<file path="config.mk">
export PLATFORM = sky130hd
export DESIGN_NAME = decodeTop
export DESIGN_NICKNAME = d
export VERILOG_FILES = /design/src/rtl/decodePkg.sv /design/src/rtl/decodeIfs.sv /design/src/rtl/instApbSlave.sv /design/src/rtl/instDecoder.sv /design/src/rtl/uopQueue.sv /design/src/rtl/decodeTop.sv
export VERILOG_INCLUDE_DIRS = /design/src /design/src/rtl
export SDC_FILE = /design/constraint.sdc
export NUM_CORES = 2
export LEC_CHECK = 0
export ABC_CLOCK_PERIOD_IN_PS = 5800
export BUFFER_PORTS_ARGS = -buffer_cell sky130_fd_sc_hd__buf_2
export CAP_MARGIN = 20
export CORE_UTILIZATION = 56
export DETAILED_ROUTE_END_ITERATION = 8
export PLACE_DENSITY_LB_ADDON = 0.08
export SLEW_MARGIN = 20
export SYNTH_ARGS = -nofsm -noshare
export SYNTH_HDL_FRONTEND = slang
export SYNTH_SLANG_ARGS = --single-unit
</file>
<file path="constraint.sdc">
create_clock -name clk -period 5.8 [get_ports clk]
set_input_delay 0.29 -clock clk [delete_from_list [all_inputs] [get_ports clk]]
set_output_delay 0.29 -clock clk [all_outputs]
set_load 0.02 [all_outputs]
</file>
<file path="src/rtl/decode_defs.svh">
`ifndef DECODE_DEFS_SVH
`define DECODE_DEFS_SVH

`define DATA_W 32
`define LREG_W 6

// Logical registers 0 to 31 are the general registers.
`define REG_RA 6'd31
`define REG_HI 6'd32
`define REG_LO 6'd33

`define APB_ADDR_W 8
`define ADDR_PC 8'h00
`define ADDR_INST 8'h04

`define UOP_QUEUE_DEPTH 8

`endif

</file>
<file path="src/rtl/decodePkg.sv">
`include "decode_defs.svh"

package decodePkg;

    typedef enum logic [5:0] {
        OP_SPECIAL = 6'h00, OP_REGIMM = 6'h01, OP_J     = 6'h02, OP_JAL   = 6'h03,
        OP_BEQ     = 6'h04, OP_BNE    = 6'h05, OP_BLEZ  = 6'h06, OP_BGTZ  = 6'h07,
        OP_ADDI    = 6'h08, OP_ADDIU  = 6'h09, OP_SLTI  = 6'h0a, OP_SLTIU = 6'h0b,
        OP_ANDI    = 6'h0c, OP_ORI    = 6'h0d, OP_XORI  = 6'h0e, OP_LUI   = 6'h0f
    } opcodeT;

    typedef enum logic [5:0] {
        FN_SLL     = 6'h00, FN_SRL    = 6'h02, FN_SRA   = 6'h03, FN_SLLV  = 6'h04,
        FN_SRLV    = 6'h06, FN_SRAV   = 6'h07, FN_JR    = 6'h08, FN_JALR  = 6'h09,
        FN_SYSCALL = 6'h0c, FN_BREAK  = 6'h0d, FN_MFHI  = 6'h10, FN_MTHI  = 6'h11,
        FN_MFLO    = 6'h12, FN_MTLO   = 6'h13, FN_MULT  = 6'h18, FN_MULTU = 6'h19,
        FN_DIV     = 6'h1a, FN_DIVU   = 6'h1b, FN_ADD   = 6'h20, FN_ADDU  = 6'h21,
        FN_SUB     = 6'h22, FN_SUBU   = 6'h23, FN_AND   = 6'h24, FN_OR    = 6'h25,
        FN_XOR     = 6'h26, FN_NOR    = 6'h27, FN_SLT   = 6'h2a, FN_SLTU  = 6'h2b
    } functT;

    typedef enum logic [4:0] {
        RI_BLTZ   = 5'h00,
        RI_BGEZ   = 5'h01,
        RI_BLTZAL = 5'h10,
        RI_BGEZAL = 5'h11
    } regimmT;

    // The decoder selects fields by ranges of this list, so keep groups together.
    typedef enum logic [5:0] {
        U_ADD, U_ADDU, U_SUB, U_SUBU, U_SLT, U_SLTU, U_AND, U_OR, U_XOR, U_NOR,
        U_ADDI, U_ADDIU, U_SLTI, U_SLTIU, U_ANDI, U_ORI, U_XORI, U_LUI,
        U_SLL, U_SRL, U_SRA, U_SLLV, U_SRLV, U_SRAV,
        U_MULTHI, U_MULTLO, U_MULTUHI, U_MULTULO, U_DIVHI, U_DIVLO, U_DIVUHI, U_DIVULO,
        U_MFHI, U_MFLO, U_MTHI, U_MTLO,
        U_BEQ, U_BNE, U_BGEZ, U_BGTZ, U_BLEZ, U_BLTZ, U_BGEZAL, U_BLTZAL,
        U_J, U_JAL, U_JR, U_JALR,
        U_SYSCALL, U_BREAK, U_RESERVED
    } uopCodeT;

    typedef enum logic [1:0] {BR_NORMAL, BR_BR, BR_J, BR_JR} branchTypeT;

    typedef enum logic [1:0] {EXC_NONE, EXC_SYSCALL, EXC_BREAK, EXC_RESERVED} excTypeT;

    typedef struct packed {
        logic [`DATA_W-1:0] pc;
        uopCodeT            uopCode;
        logic [`LREG_W-1:0] srcA;
        logic [`LREG_W-1:0] srcB;
        logic [`LREG_W-1:0] dst;
        logic               srcAEn;
        logic               srcBEn;
        logic               dstEn;
        logic [`DATA_W-1:0] imm;
        branchTypeT         branchType;
        logic [`DATA_W-1:0] branchTarget;
        excTypeT            excType;
    } uopT;

endpackage

</file>
<file path="src/rtl/decodeIfs.sv">
`timescale 1ns/1ns
`include "decode_defs.svh"

// One instruction word with its pc.
interface instIf;
    logic               valid;
    logic               ready;
    logic [`DATA_W-1:0] pc;
    logic [`DATA_W-1:0] inst;

    modport src (output valid, output pc, output inst, input ready);
    modport dst (input valid, input pc, input inst, output ready);
endinterface

// A uop pair; uop1 is only present together with uop0.
interface uopPairIf;
    logic           valid0;
    logic           valid1;
    decodePkg::uopT uop0;
    decodePkg::uopT uop1;
    logic           ready;

    modport src (output valid0, output valid1, output uop0, output uop1, input ready);
    modport dst (input valid0, input valid1, input uop0, input uop1, output ready);
endinterface

</file>
<file path="src/rtl/instApbSlave.sv">
`timescale 1ns/1ns
`include "decode_defs.svh"

module instApbSlave (
    input  logic                   clk,
    input  logic                   arstN,
    input  logic                   pSel,
    input  logic                   pEnable,
    input  logic                   pWrite,
    input  logic [`APB_ADDR_W-1:0] pAddr,
    input  logic [`DATA_W-1:0]     pWdata,
    output logic [`DATA_W-1:0]     pRdata,
    output logic                   pReady,
    output logic                   pSlvErr,
    instIf.src                     inst
);
    logic               access;
    logic               hitPc;
    logic               hitInst;
    logic               instWr;
    logic [`DATA_W-1:0] pcQ;

    assign access  = pSel && pEnable;
    assign hitPc   = pAddr == `ADDR_PC;
    assign hitInst = pAddr == `ADDR_INST;
    assign instWr  = access && pWrite && hitInst;

    // The word is offered straight from the access phase.
    assign inst.valid = instWr;
    assign inst.pc    = pcQ;
    assign inst.inst  = pWdata;

    // Wait states while the decoder is busy.
    assign pReady  = access && (!instWr || inst.ready);
    assign pSlvErr = access && !(hitPc || (hitInst && pWrite));
    assign pRdata  = (hitPc && !pWrite) ? pcQ : '0;

    always_ff @(posedge clk or negedge arstN) begin
        if (!arstN) begin
            pcQ <= '0;
        end else if (access && pWrite && hitPc) begin
            pcQ <= pWdata;
        end else if (instWr && inst.ready) begin
            pcQ <= pcQ + 32'd4;
        end
    end

endmodule

</file>
<file path="src/rtl/instDecoder.sv">
`timescale 1ns/1ns
`include "decode_defs.svh"

module instDecoder (
    input  logic  clk,
    input  logic  arstN,
    instIf.dst    inst,
    uopPairIf.src uops
);
    logic [`DATA_W-1:0] word;
    logic [`DATA_W-1:0] pcPlus4;
    logic [`LREG_W-1:0] rs;
    logic [`LREG_W-1:0] rt;
    logic [`LREG_W-1:0] rd;
    decodePkg::opcodeT  opcode;
    decodePkg::functT   funct;
    decodePkg::regimmT  regimm;
    decodePkg::uopCodeT code;
    decodePkg::uopT     u0;
    decodePkg::uopT     u1;
    decodePkg::uopT     uop0Q;
    decodePkg::uopT     uop1Q;
    logic               isNop;
    logic               isPair;
    logic               take;
    logic               valid0Q;
    logic               valid1Q;

    assign word    = inst.inst;
    assign opcode  = decodePkg::opcodeT'(word[31:26]);
    assign funct   = decodePkg::functT'(word[5:0]);
    assign regimm  = decodePkg::regimmT'(word[20:16]);
    assign rs      = {1'b0, word[25:21]};
    assign rt      = {1'b0, word[20:16]};
    assign rd      = {1'b0, word[15:11]};
    assign pcPlus4 = inst.pc + 32'd4;
    assign isNop   = word == '0;

    always_comb begin
        code = decodePkg::U_RESERVED;
        case (opcode)
            decodePkg::OP_SPECIAL: begin
                case (funct)
                    decodePkg::FN_SLL:     code = decodePkg::U_SLL;
                    decodePkg::FN_SRL:     code = decodePkg::U_SRL;
                    decodePkg::FN_SRA:     code = decodePkg::U_SRA;
                    decodePkg::FN_SLLV:    code = decodePkg::U_SLLV;
                    decodePkg::FN_SRLV:    code = decodePkg::U_SRLV;
                    decodePkg::FN_SRAV:    code = decodePkg::U_SRAV;
                    decodePkg::FN_JR:      code = decodePkg::U_JR;
                    decodePkg::FN_JALR:    code = decodePkg::U_JALR;
                    decodePkg::FN_SYSCALL: code = decodePkg::U_SYSCALL;
                    decodePkg::FN_BREAK:   code = decodePkg::U_BREAK;
                    decodePkg::FN_MFHI:    code = decodePkg::U_MFHI;
                    decodePkg::FN_MTHI:    code = decodePkg::U_MTHI;
                    decodePkg::FN_MFLO:    code = decodePkg::U_MFLO;
                    decodePkg::FN_MTLO:    code = decodePkg::U_MTLO;
                    decodePkg::FN_MULT:    code = decodePkg::U_MULTHI;
                    decodePkg::FN_MULTU:   code = decodePkg::U_MULTUHI;
                    decodePkg::FN_DIV:     code = decodePkg::U_DIVHI;
                    decodePkg::FN_DIVU:    code = decodePkg::U_DIVUHI;
                    decodePkg::FN_ADD:     code = decodePkg::U_ADD;
                    decodePkg::FN_ADDU:    code = decodePkg::U_ADDU;
                    decodePkg::FN_SUB:     code = decodePkg::U_SUB;
                    decodePkg::FN_SUBU:    code = decodePkg::U_SUBU;
                    decodePkg::FN_AND:     code = decodePkg::U_AND;
                    decodePkg::FN_OR:      code = decodePkg::U_OR;
                    decodePkg::FN_XOR:     code = decodePkg::U_XOR;
                    decodePkg::FN_NOR:     code = decodePkg::U_NOR;
                    decodePkg::FN_SLT:     code = decodePkg::U_SLT;
                    decodePkg::FN_SLTU:    code = decodePkg::U_SLTU;
                    default:               code = decodePkg::U_RESERVED;
                endcase
            end
            decodePkg::OP_REGIMM: begin
                case (regimm)
                    decodePkg::RI_BLTZ:   code = decodePkg::U_BLTZ;
                    decodePkg::RI_BGEZ:   code = decodePkg::U_BGEZ;
                    decodePkg::RI_BLTZAL: code = decodePkg::U_BLTZAL;
                    decodePkg::RI_BGEZAL: code = decodePkg::U_BGEZAL;
                    default:              code = decodePkg::U_RESERVED;
                endcase
            end
            decodePkg::OP_J:     code = decodePkg::U_J;
            decodePkg::OP_JAL:   code = decodePkg::U_JAL;
            decodePkg::OP_BEQ:   code = decodePkg::U_BEQ;
            decodePkg::OP_BNE:   code = decodePkg::U_BNE;
            decodePkg::OP_BLEZ:  code = decodePkg::U_BLEZ;
            decodePkg::OP_BGTZ:  code = decodePkg::U_BGTZ;
            decodePkg::OP_ADDI:  code = decodePkg::U_ADDI;
            decodePkg::OP_ADDIU: code = decodePkg::U_ADDIU;
            decodePkg::OP_SLTI:  code = decodePkg::U_SLTI;
            decodePkg::OP_SLTIU: code = decodePkg::U_SLTIU;
            decodePkg::OP_ANDI:  code = decodePkg::U_ANDI;
            decodePkg::OP_ORI:   code = decodePkg::U_ORI;
            decodePkg::OP_XORI:  code = decodePkg::U_XORI;
            decodePkg::OP_LUI:   code = decodePkg::U_LUI;
            default:             code = decodePkg::U_RESERVED;
        endcase
    end

    always_comb begin
        u0         = '0;
        u0.pc      = inst.pc;
        u0.uopCode = code;
        u0.srcAEn  = 1'b1;
        case (code) inside
            [decodePkg::U_SLL:decodePkg::U_SRAV]: u0.srcA = rt;
            decodePkg::U_MFHI: u0.srcA = `REG_HI;
            decodePkg::U_MFLO: u0.srcA = `REG_LO;
            decodePkg::U_LUI, decodePkg::U_J, decodePkg::U_JAL,
            [decodePkg::U_SYSCALL:decodePkg::U_RESERVED]: u0.srcAEn = 1'b0;
            default: u0.srcA = rs;
        endcase
        u0.srcBEn = 1'b1;
        case (code) inside
            [decodePkg::U_SLLV:decodePkg::U_SRAV]: u0.srcB = rs;
            [decodePkg::U_ADD:decodePkg::U_NOR], [decodePkg::U_MULTHI:decodePkg::U_DIVULO],
            decodePkg::U_BEQ, decodePkg::U_BNE: u0.srcB = rt;
            default: u0.srcBEn = 1'b0;
        endcase
        u0.dstEn = 1'b1;
        case (code) inside
            [decodePkg::U_ADD:decodePkg::U_NOR], [decodePkg::U_SLL:decodePkg::U_SRAV],
            decodePkg::U_MFHI, decodePkg::U_MFLO, decodePkg::U_JALR: u0.dst = rd;
            [decodePkg::U_ADDI:decodePkg::U_LUI]: u0.dst = rt;
            [decodePkg::U_MULTHI:decodePkg::U_DIVULO], decodePkg::U_MTHI: u0.dst = `REG_HI;
            decodePkg::U_MTLO: u0.dst = `REG_LO;
            decodePkg::U_BGEZAL, decodePkg::U_BLTZAL, decodePkg::U_JAL: u0.dst = `REG_RA;
            default: u0.dstEn = 1'b0;
        endcase
        case (code) inside
            [decodePkg::U_ADDI:decodePkg::U_SLTIU]: u0.imm = {{16{word[15]}}, word[15:0]};
            [decodePkg::U_ANDI:decodePkg::U_XORI]: u0.imm = {16'h0, word[15:0]};
            decodePkg::U_LUI: u0.imm = {word[15:0], 16'h0};
            [decodePkg::U_SLL:decodePkg::U_SRA]: u0.imm = {27'h0, word[10:6]};
            default: u0.imm = '0;
        endcase
        case (code) inside
            [decodePkg::U_BEQ:decodePkg::U_BLTZAL]: begin
                u0.branchType   = decodePkg::BR_BR;
                u0.branchTarget = pcPlus4 + {{14{word[15]}}, word[15:0], 2'b00};
            end
            decodePkg::U_J, decodePkg::U_JAL: begin
                u0.branchType   = decodePkg::BR_J;
                u0.branchTarget = {pcPlus4[31:28], word[25:0], 2'b00};
            end
            decodePkg::U_JR, decodePkg::U_JALR: u0.branchType = decodePkg::BR_JR;
            default: u0.branchType = decodePkg::BR_NORMAL;
        endcase
        case (code)
            decodePkg::U_SYSCALL:  u0.excType = decodePkg::EXC_SYSCALL;
            decodePkg::U_BREAK:    u0.excType = decodePkg::EXC_BREAK;
            decodePkg::U_RESERVED: u0.excType = decodePkg::EXC_RESERVED;
            default:               u0.excType = decodePkg::EXC_NONE;
        endcase
    end

    // Multiply and divide add a LO uop behind the HI one.
    always_comb begin
        u1     = u0;
        u1.dst = `REG_LO;
        isPair = 1'b1;
        case (code)
            decodePkg::U_MULTHI:  u1.uopCode = decodePkg::U_MULTLO;
            decodePkg::U_MULTUHI: u1.uopCode = decodePkg::U_MULTULO;
            decodePkg::U_DIVHI:   u1.uopCode = decodePkg::U_DIVLO;
            decodePkg::U_DIVUHI:  u1.uopCode = decodePkg::U_DIVULO;
            default:              isPair = 1'b0;
        endcase
    end

    assign inst.ready  = !valid0Q || uops.ready;
    assign take        = inst.valid && inst.ready;
    assign uops.valid0 = valid0Q;
    assign uops.valid1 = valid1Q;
    assign uops.uop0   = uop0Q;
    assign uops.uop1   = uop1Q;

    always_ff @(posedge clk or negedge arstN) begin
        if (!arstN) begin
            valid0Q <= 1'b0;
            valid1Q <= 1'b0;
        end else if (take) begin
            valid0Q <= !isNop;
            valid1Q <= !isNop && isPair;
        end else if (uops.ready) begin
            valid0Q <= 1'b0;
            valid1Q <= 1'b0;
        end
    end

    always_ff @(posedge clk) begin
        if (take) begin
            uop0Q <= u0;
            uop1Q <= u1;
        end
    end

endmodule

</file>
<file path="src/rtl/uopQueue.sv">
`timescale 1ns/1ns
`include "decode_defs.svh"

module uopQueue #(
    parameter int depth = `UOP_QUEUE_DEPTH
) (
    input  logic           clk,
    input  logic           arstN,
    uopPairIf.dst          uops,
    output logic           uopValid,
    input  logic           uopReady,
    output decodePkg::uopT uopData
);
    localparam int ptrW = $clog2(depth);

    decodePkg::uopT  mem [depth];
    logic [ptrW-1:0] wrPtr;
    logic [ptrW-1:0] wrPtrNext;
    logic [ptrW-1:0] rdPtr;
    logic [ptrW:0]   count;
    logic [1:0]      pushN;
    logic            push;
    logic            pop;

    // A pair is only taken when both halves fit.
    assign uops.ready = count <= (ptrW + 1)'(depth - 2);
    assign push       = uops.valid0 && uops.ready;
    assign pushN      = push ? (uops.valid1 ? 2'd2 : 2'd1) : 2'd0;
    assign pop        = uopValid && uopReady;
    assign wrPtrNext  = wrPtr + 1'b1;

    assign uopValid = count != '0;
    assign uopData  = mem[rdPtr];

    always_ff @(posedge clk or negedge arstN) begin
        if (!arstN) begin
            wrPtr <= '0;
            rdPtr <= '0;
            count <= '0;
        end else begin
            wrPtr <= wrPtr + ptrW'(pushN);
            if (pop) begin
                rdPtr <= rdPtr + 1'b1;
            end
            count <= count + (ptrW + 1)'(pushN) - (ptrW + 1)'(pop);
        end
    end

    always_ff @(posedge clk) begin
        if (push) begin
            mem[wrPtr] <= uops.uop0;
            if (uops.valid1) begin
                mem[wrPtrNext] <= uops.uop1;
            end
        end
    end

endmodule

</file>
<file path="src/rtl/decodeTop.sv">
`timescale 1ns/1ns
`include "decode_defs.svh"

module decodeTop (
    input  logic                   clk,
    input  logic                   arstN,
    input  logic                   pSel,
    input  logic                   pEnable,
    input  logic                   pWrite,
    input  logic [`APB_ADDR_W-1:0] pAddr,
    input  logic [`DATA_W-1:0]     pWdata,
    output logic [`DATA_W-1:0]     pRdata,
    output logic                   pReady,
    output logic                   pSlvErr,
    output logic                   uopValid,
    input  logic                   uopReady,
    output decodePkg::uopT         uopData
);
    instIf    instBus ();
    uopPairIf pairBus ();

    instApbSlave u_apb (
        .clk     (clk),
        .arstN   (arstN),
        .pSel    (pSel),
        .pEnable (pEnable),
        .pWrite  (pWrite),
        .pAddr   (pAddr),
        .pWdata  (pWdata),
        .pRdata  (pRdata),
        .pReady  (pReady),
        .pSlvErr (pSlvErr),
        .inst    (instBus.src)
    );

    instDecoder u_dec (
        .clk   (clk),
        .arstN (arstN),
        .inst  (instBus.dst),
        .uops  (pairBus.src)
    );

    uopQueue u_q (
        .clk      (clk),
        .arstN    (arstN),
        .uops     (pairBus.dst),
        .uopValid (uopValid),
        .uopReady (uopReady),
        .uopData  (uopData)
    );

endmodule

</file>
# After elaboration in Yosys (flattened, before gate mapping)
# Memories as Yosys holds them, arrays and structs flattened.
# Cells that the tools add are included.
# word_totals
wordCells	176
mem_bits_rw	1016
out_inout_bits	162
input_bits	46
ff_bits	177
rom_bits	384
n_memories	2
# op_classes
order_cmp	18
muxes	40
n_addsub	7
n_eq_ne	39
reduce_logical	48
# memory_table
memory	words	width	rd	rd_ports_with_merged_regs	wr	line_no	text
u_q.mem	8	127	1	0	2	uopQueue.sv:16	decodePkg::uopT mem [depth];
(name not given)	64	6	1	0	0	instDecoder.sv:43	case (funct)
# ops
op	n
2-to-1 mux 32 bit	8
case mux 6 bit (16 select lines)	1
equality test 6 bit, second input constant	15
equality test 6 x 4 -> 1 bit, second input constant	8
2-to-1 mux 5 bit	8
adder 32 x 3 -> 32 bit, second input constant	1
adder 32 bit	1
logical NOT 32 bit	1
equality test 6 x 5 -> 1 bit, second input constant	5
less-or-equal comparator 6 x 5 -> 1 bit, second input constant	5
equality test 6 x 3 -> 1 bit, second input constant	4
2-to-1 mux 6 bit	4
case mux 6 bit (4 select lines)	1
logical AND 1 bit	22
case mux 5 bit (4 select lines)	1
>= comparator 6 x 5 -> 1 bit, second input constant	3
equality test 6 x 2 -> 1 bit, second input constant	2
>= comparator 6 x 4 -> 1 bit, second input constant	2
>= comparator 6 bit, second input constant	2
less-or-equal comparator 6 x 4 -> 1 bit, second input constant	2
less-or-equal comparator 6 bit, second input constant	2
2-to-1 mux 1 bit	12
OR reduction 4 bit	3
equality test 5 bit, second input constant	2
23 further kinds	37

# Logic depth before layout (Yosys ltp)
# logic_depth
word_depth	10
ltp_mapped	18
depth_no_buf	16

# Modules after synthesis
# Synthesis repeated with hierarchy kept, for this count alone.
# unflattened
cells_unflattened	3812
area_unflattened_um2	62515.0
# by_module_without_submodules
module	instances	area_per_inst_um2	seq_area_each_um2	cells_per_inst
uopQueue	1	51274.2	30759.5	2683
instDecoder	1	8809.7	4013.8	822
instApbSlave	1	2431.1	800.8	307

# Least setup slack after synthesis
# OpenSTA, ideal clock, no wires.
# synth_timing
path_type	register to register
startpoint	register u_q.count[2]
endpoint	memory u_q.mem[0][116] in the netlist's numbering (data pin)
setup_slack_ns	-0.099
arrival_time_ns	5.742
required_time_ns	5.642
path_stages_with_launch	12
n_path_buf	3
synth_period_minus_slack_ns	5.899
setup_time_ns	0.158
path_cell_list	dfrtp_1 -> ha_1 -> and3_1 -> nor2_1 -> nand2_1 -> or2_1 -> clkbuf_1 -> or3_1 -> clkbuf_1 -> nand2_1 -> clkbuf_1 -> and2_1
# synth_lines
element	line_no	text
start: declaration	uopQueue.sv:20	logic [ptrW:0] count;
start signal: assignment	uopQueue.sv:45	count <= count + (ptrW + 1)'(pushN) - (ptrW + 1)'(pop);
end: declaration	uopQueue.sv:16	

==> flow_metrics.py <==
metrics = {
    "die": {
        "row_count": 114,
        "die-height_um": 315.8,
        "io_pins": 208,
        "dieWidth_um": 315.8,
        "core_region_area_mm2": 0.09714,
        "dieArea_mm2": 0.09971,
        "start_util": 0.5676,
    },
    "status": {
        "status": "finished, final reports clean",
    },
    "synthesis": {
        "yosysTopAreaCell": "edfxtp_1",
        "ys_top_cells_by_count": "edfxtp_1 (1092), and2_1 (967), mux4_2 (252)",
        "synthesis.nets": 3841,
        "synthFlopType": "edfxtp_1",
        "netlist.area_leader.share": 0.5948,
        "ys_ff_latch": 1184,
        "yosys-top-cells-area": "edfxtp_1 (59%), and2_1 (11%), mux4_2 (10%)",
        "async_flop_share": 0.03716,
        "yosysSeqAreaShare": 0.6322,
        "syn_inst": 3741,
        "yosysMostFrequentCell": "edfxtp_1",
        "synth.cell_area_mm2": 0.05513,
        "post_synth.cell_area_avg_um2": 14.74,
        "synth_edf_count": 1092,
        "yosysWarnings": 0,
        "synthDistinctLibCells": 93,
    },
    "sta": {
        "finalSetupTns_ps": 0,
        "rsz0062_at_grt": "no",
        "layout_min_cycle_time_ps": 4986,
        "fmax_mhz": 200.5,
        "hold_viol": 0,
        "slew_headroom": 0.2131,
        "slew_violations": 0,
        "timing.hold.ws_ps": 74.13,
        "postLayoutSetupSlackWorst_ps": 813.7,
        "fin_crit_sh": 0.8597,
        "worstMarginPinSlew_ps": 1174,
        "skew_ps": 33.87,
        "setup_violations": 0,
    },
    "drt": {
        "firstDrtPassIters": 6,
        "wl_um": 134700,
        "via_per_inst": 6.040,
        "ant_nets": 0,
        "drt-initial-drc-count": 3080,
        "post-route-drc-count": 0,
        "routedWlPerCell_um": 25.64,
        "vias": 31746,
    },
    "layout": {
        "fin_area_mm2": 0.06137,
        "areaGrowthSynthToFinish_pct": 11.32,
        "seq_area_mm2": 0.03486,
        "instances_no_fill": 5256,
        "layout-drive-gt1-share": 0.2196,
        "n_fill_cell": 7124,
        "final_util": 0.6318,
        "multiInputGateArea_mm2": 0.01915,
        "final_nets": 3975,
    },
    "power": {
        "design_power_total_mw": 21.97,
        "internal_power_mw": 15.72,
        "seq_power_share": 0.435,
        "power_frac_clock": 0.341,
        "p_sw_frac": 0.2844,
        "ir_drop_v": 0.0005047,
        "p_leak_nw": 20.85,
        "power_density_mw_per_mm2": 358.0,
        "p_switching_mw": 6.249,
        "pwr-share-comb": 0.223,
    },
    "placement": {
        "io_buffers": 206,
        "routabilityCongestion": 0.9106,
        "place.detailed.hpwl_um": 83450,
        "place_ws_ps": 951.0,
        "placed_area_mm2": 0.05748,
        "dp.cells": 5024,
    },
    "global_route": {
        "grt_pass1_vias": 32357,
        "grt_first_pass_wirelength_um": 201400,
        "grt_max_degree": 151,
        "antenna_found_initial": 18,
        "grt_use_total": 0.2738,
        "overflow": 0,
    },
    "critical_path": {
        "crit_required_ps": 6250,
        "arrival_ps": 5440,
        "critPathLaunchType": "flop",
        "criticalPathCategory": "flop to flop",
        "crit_path_end_kind": "flop",
        "worstPathMaxFanout": 7,
    },
    "clocking": {
        "htreeDepth": 3,
        "clock_path_buffers": 3,
        "cts_buffers": 120,
        "clk_pin_slew_ps": 60,
        "cts_num_sinks": 1184,
        "cts_root_buffer": "clkbuf_16",
        "insertion_delay_ps": 720,
        "cts_tree": "yes",
    },
    "run": {
        "maxCapViolCount": 0,
    },
    "hold_path": {
        "hold_path_class": "input port to flop",
    },
}
-- worst max-delay path, stage by stage (launching register included) --
cell	delay, ps
dfrtp_1	450
ha_1	310
and3_1	220
nand4_1	260
nor3b_1	530
and2_1	340
nand2_1	120
xnor2_1	170
ha_1	380
a21oi_1	160
nor2_1	50
a211oi_1	310
a32oi_1	210
o41ai_1	470
o21ai_1	170
and3_1	190
or3_1	370
-- sequential cells by signal, indices dropped and copies added (netlist names) --
name and cells:
u_dec.uops.uop0 126, u_q.mem 1008, u_dec.uops.valid1 1, u_dec.uops.valid0 1
u_q.wrPtr 3, u_apb.inst.pc 32, u_dec.uops.uop1 6, u_q.count 4
u_q.rdPtr 3
-- repair_timing --
item,in CTS,in global routing
buffers inserted,0,0
setup endpoints to repair,0,0
resized for setup,0,0
hold buffers,4,0
endpoints found under the hold margin,49,0
-- cell type report --
class	instances	share of cell area
Sequential cell	1184	0.5681
Tap cell	1276	0.02601
Inverter	47	0.003038
Clock buffer	148	0.05287
Timing Repair Buffer	260	0.02832
Antenna cell	5	0.0002039
Multi-Input combinational cell	2262	0.3121
Clock inverter	74	0.009358
-- routing by layer --
| layer | GRT usage | vias to the layer above | routed length, um |
|---|---|---|---|
| li1 | - | 14132 | - |
| met1 | 0.3806 | 16422 | 57390 |
| met2 | 0.4473 | 976 | 65390 |
| met3 | 0.05070 | 194 | 9029 |
| met4 | 0.07257 | 22 | 2791 |
| met5 | 0 | - | 143 |
-- worst paths after layout --
check,startpoint,to,slack [ps],depth (start not counted)
min in group asynchronous,arstN,u_q.rdPtr[1],210,3
worst min register to register,u_q.mem[6][72],u_q.mem[6][72],460,2
worst max register to register,u_apb.inst.pc[3],u_dec.uops.uop0[33],810,16
worst max-delay path,u_apb.inst.pc[3],u_dec.uops.uop0[33],810,16
max in group asynchronous,arstN,u_apb.inst.pc[29],5090,3
worst min-delay path,pWdata[24],u_apb.inst.pc[24],70,3
-- cell families after synthesis --
logic type               count (synthesis)  synth area share
multiplexers                           386            0.1302
AO/OA/AOI/OAI                          349           0.04569
AND/OR/NAND/NOR                       1415            0.1479
adder cells (fa/ha/maj)                 54           0.01266
other                                    1        0.00006802
buffers and inverters                  295           0.02220
flip-flops                            1184            0.6322
XOR/XNOR                                57          0.009055
-- cell usage in the layout (no fill, tap or decap), types with 41 or more instances in the layout --
master,netlist,routed
edfxtp_1,1092,1092
nand2_1,210,204
clkbuf_16,0,125
mux4_2,252,252
dfxtp_1,48,48
dfrtp_1,44,41
a22o_1,68,68
a21oi_1,74,74
buf_2,19,206
nor2_1,77,73
mux2_2,130,130
ha_1,51,51
and2_1,967,967
inv_1,41,41
-- power by group through the flow --
stage               Combinational (mW)  Sequential [mW]  Clock (mW)
CTS                               5.00             9.57        7.63
detailed placement                4.98             9.75           0
global route                      5.23             9.59        7.94
finish                            4.91             9.57        7.50
global placement                  4.95             9.74           0
floorplan                         3.67             9.53           0
Power figures use the tool's default switching activity.
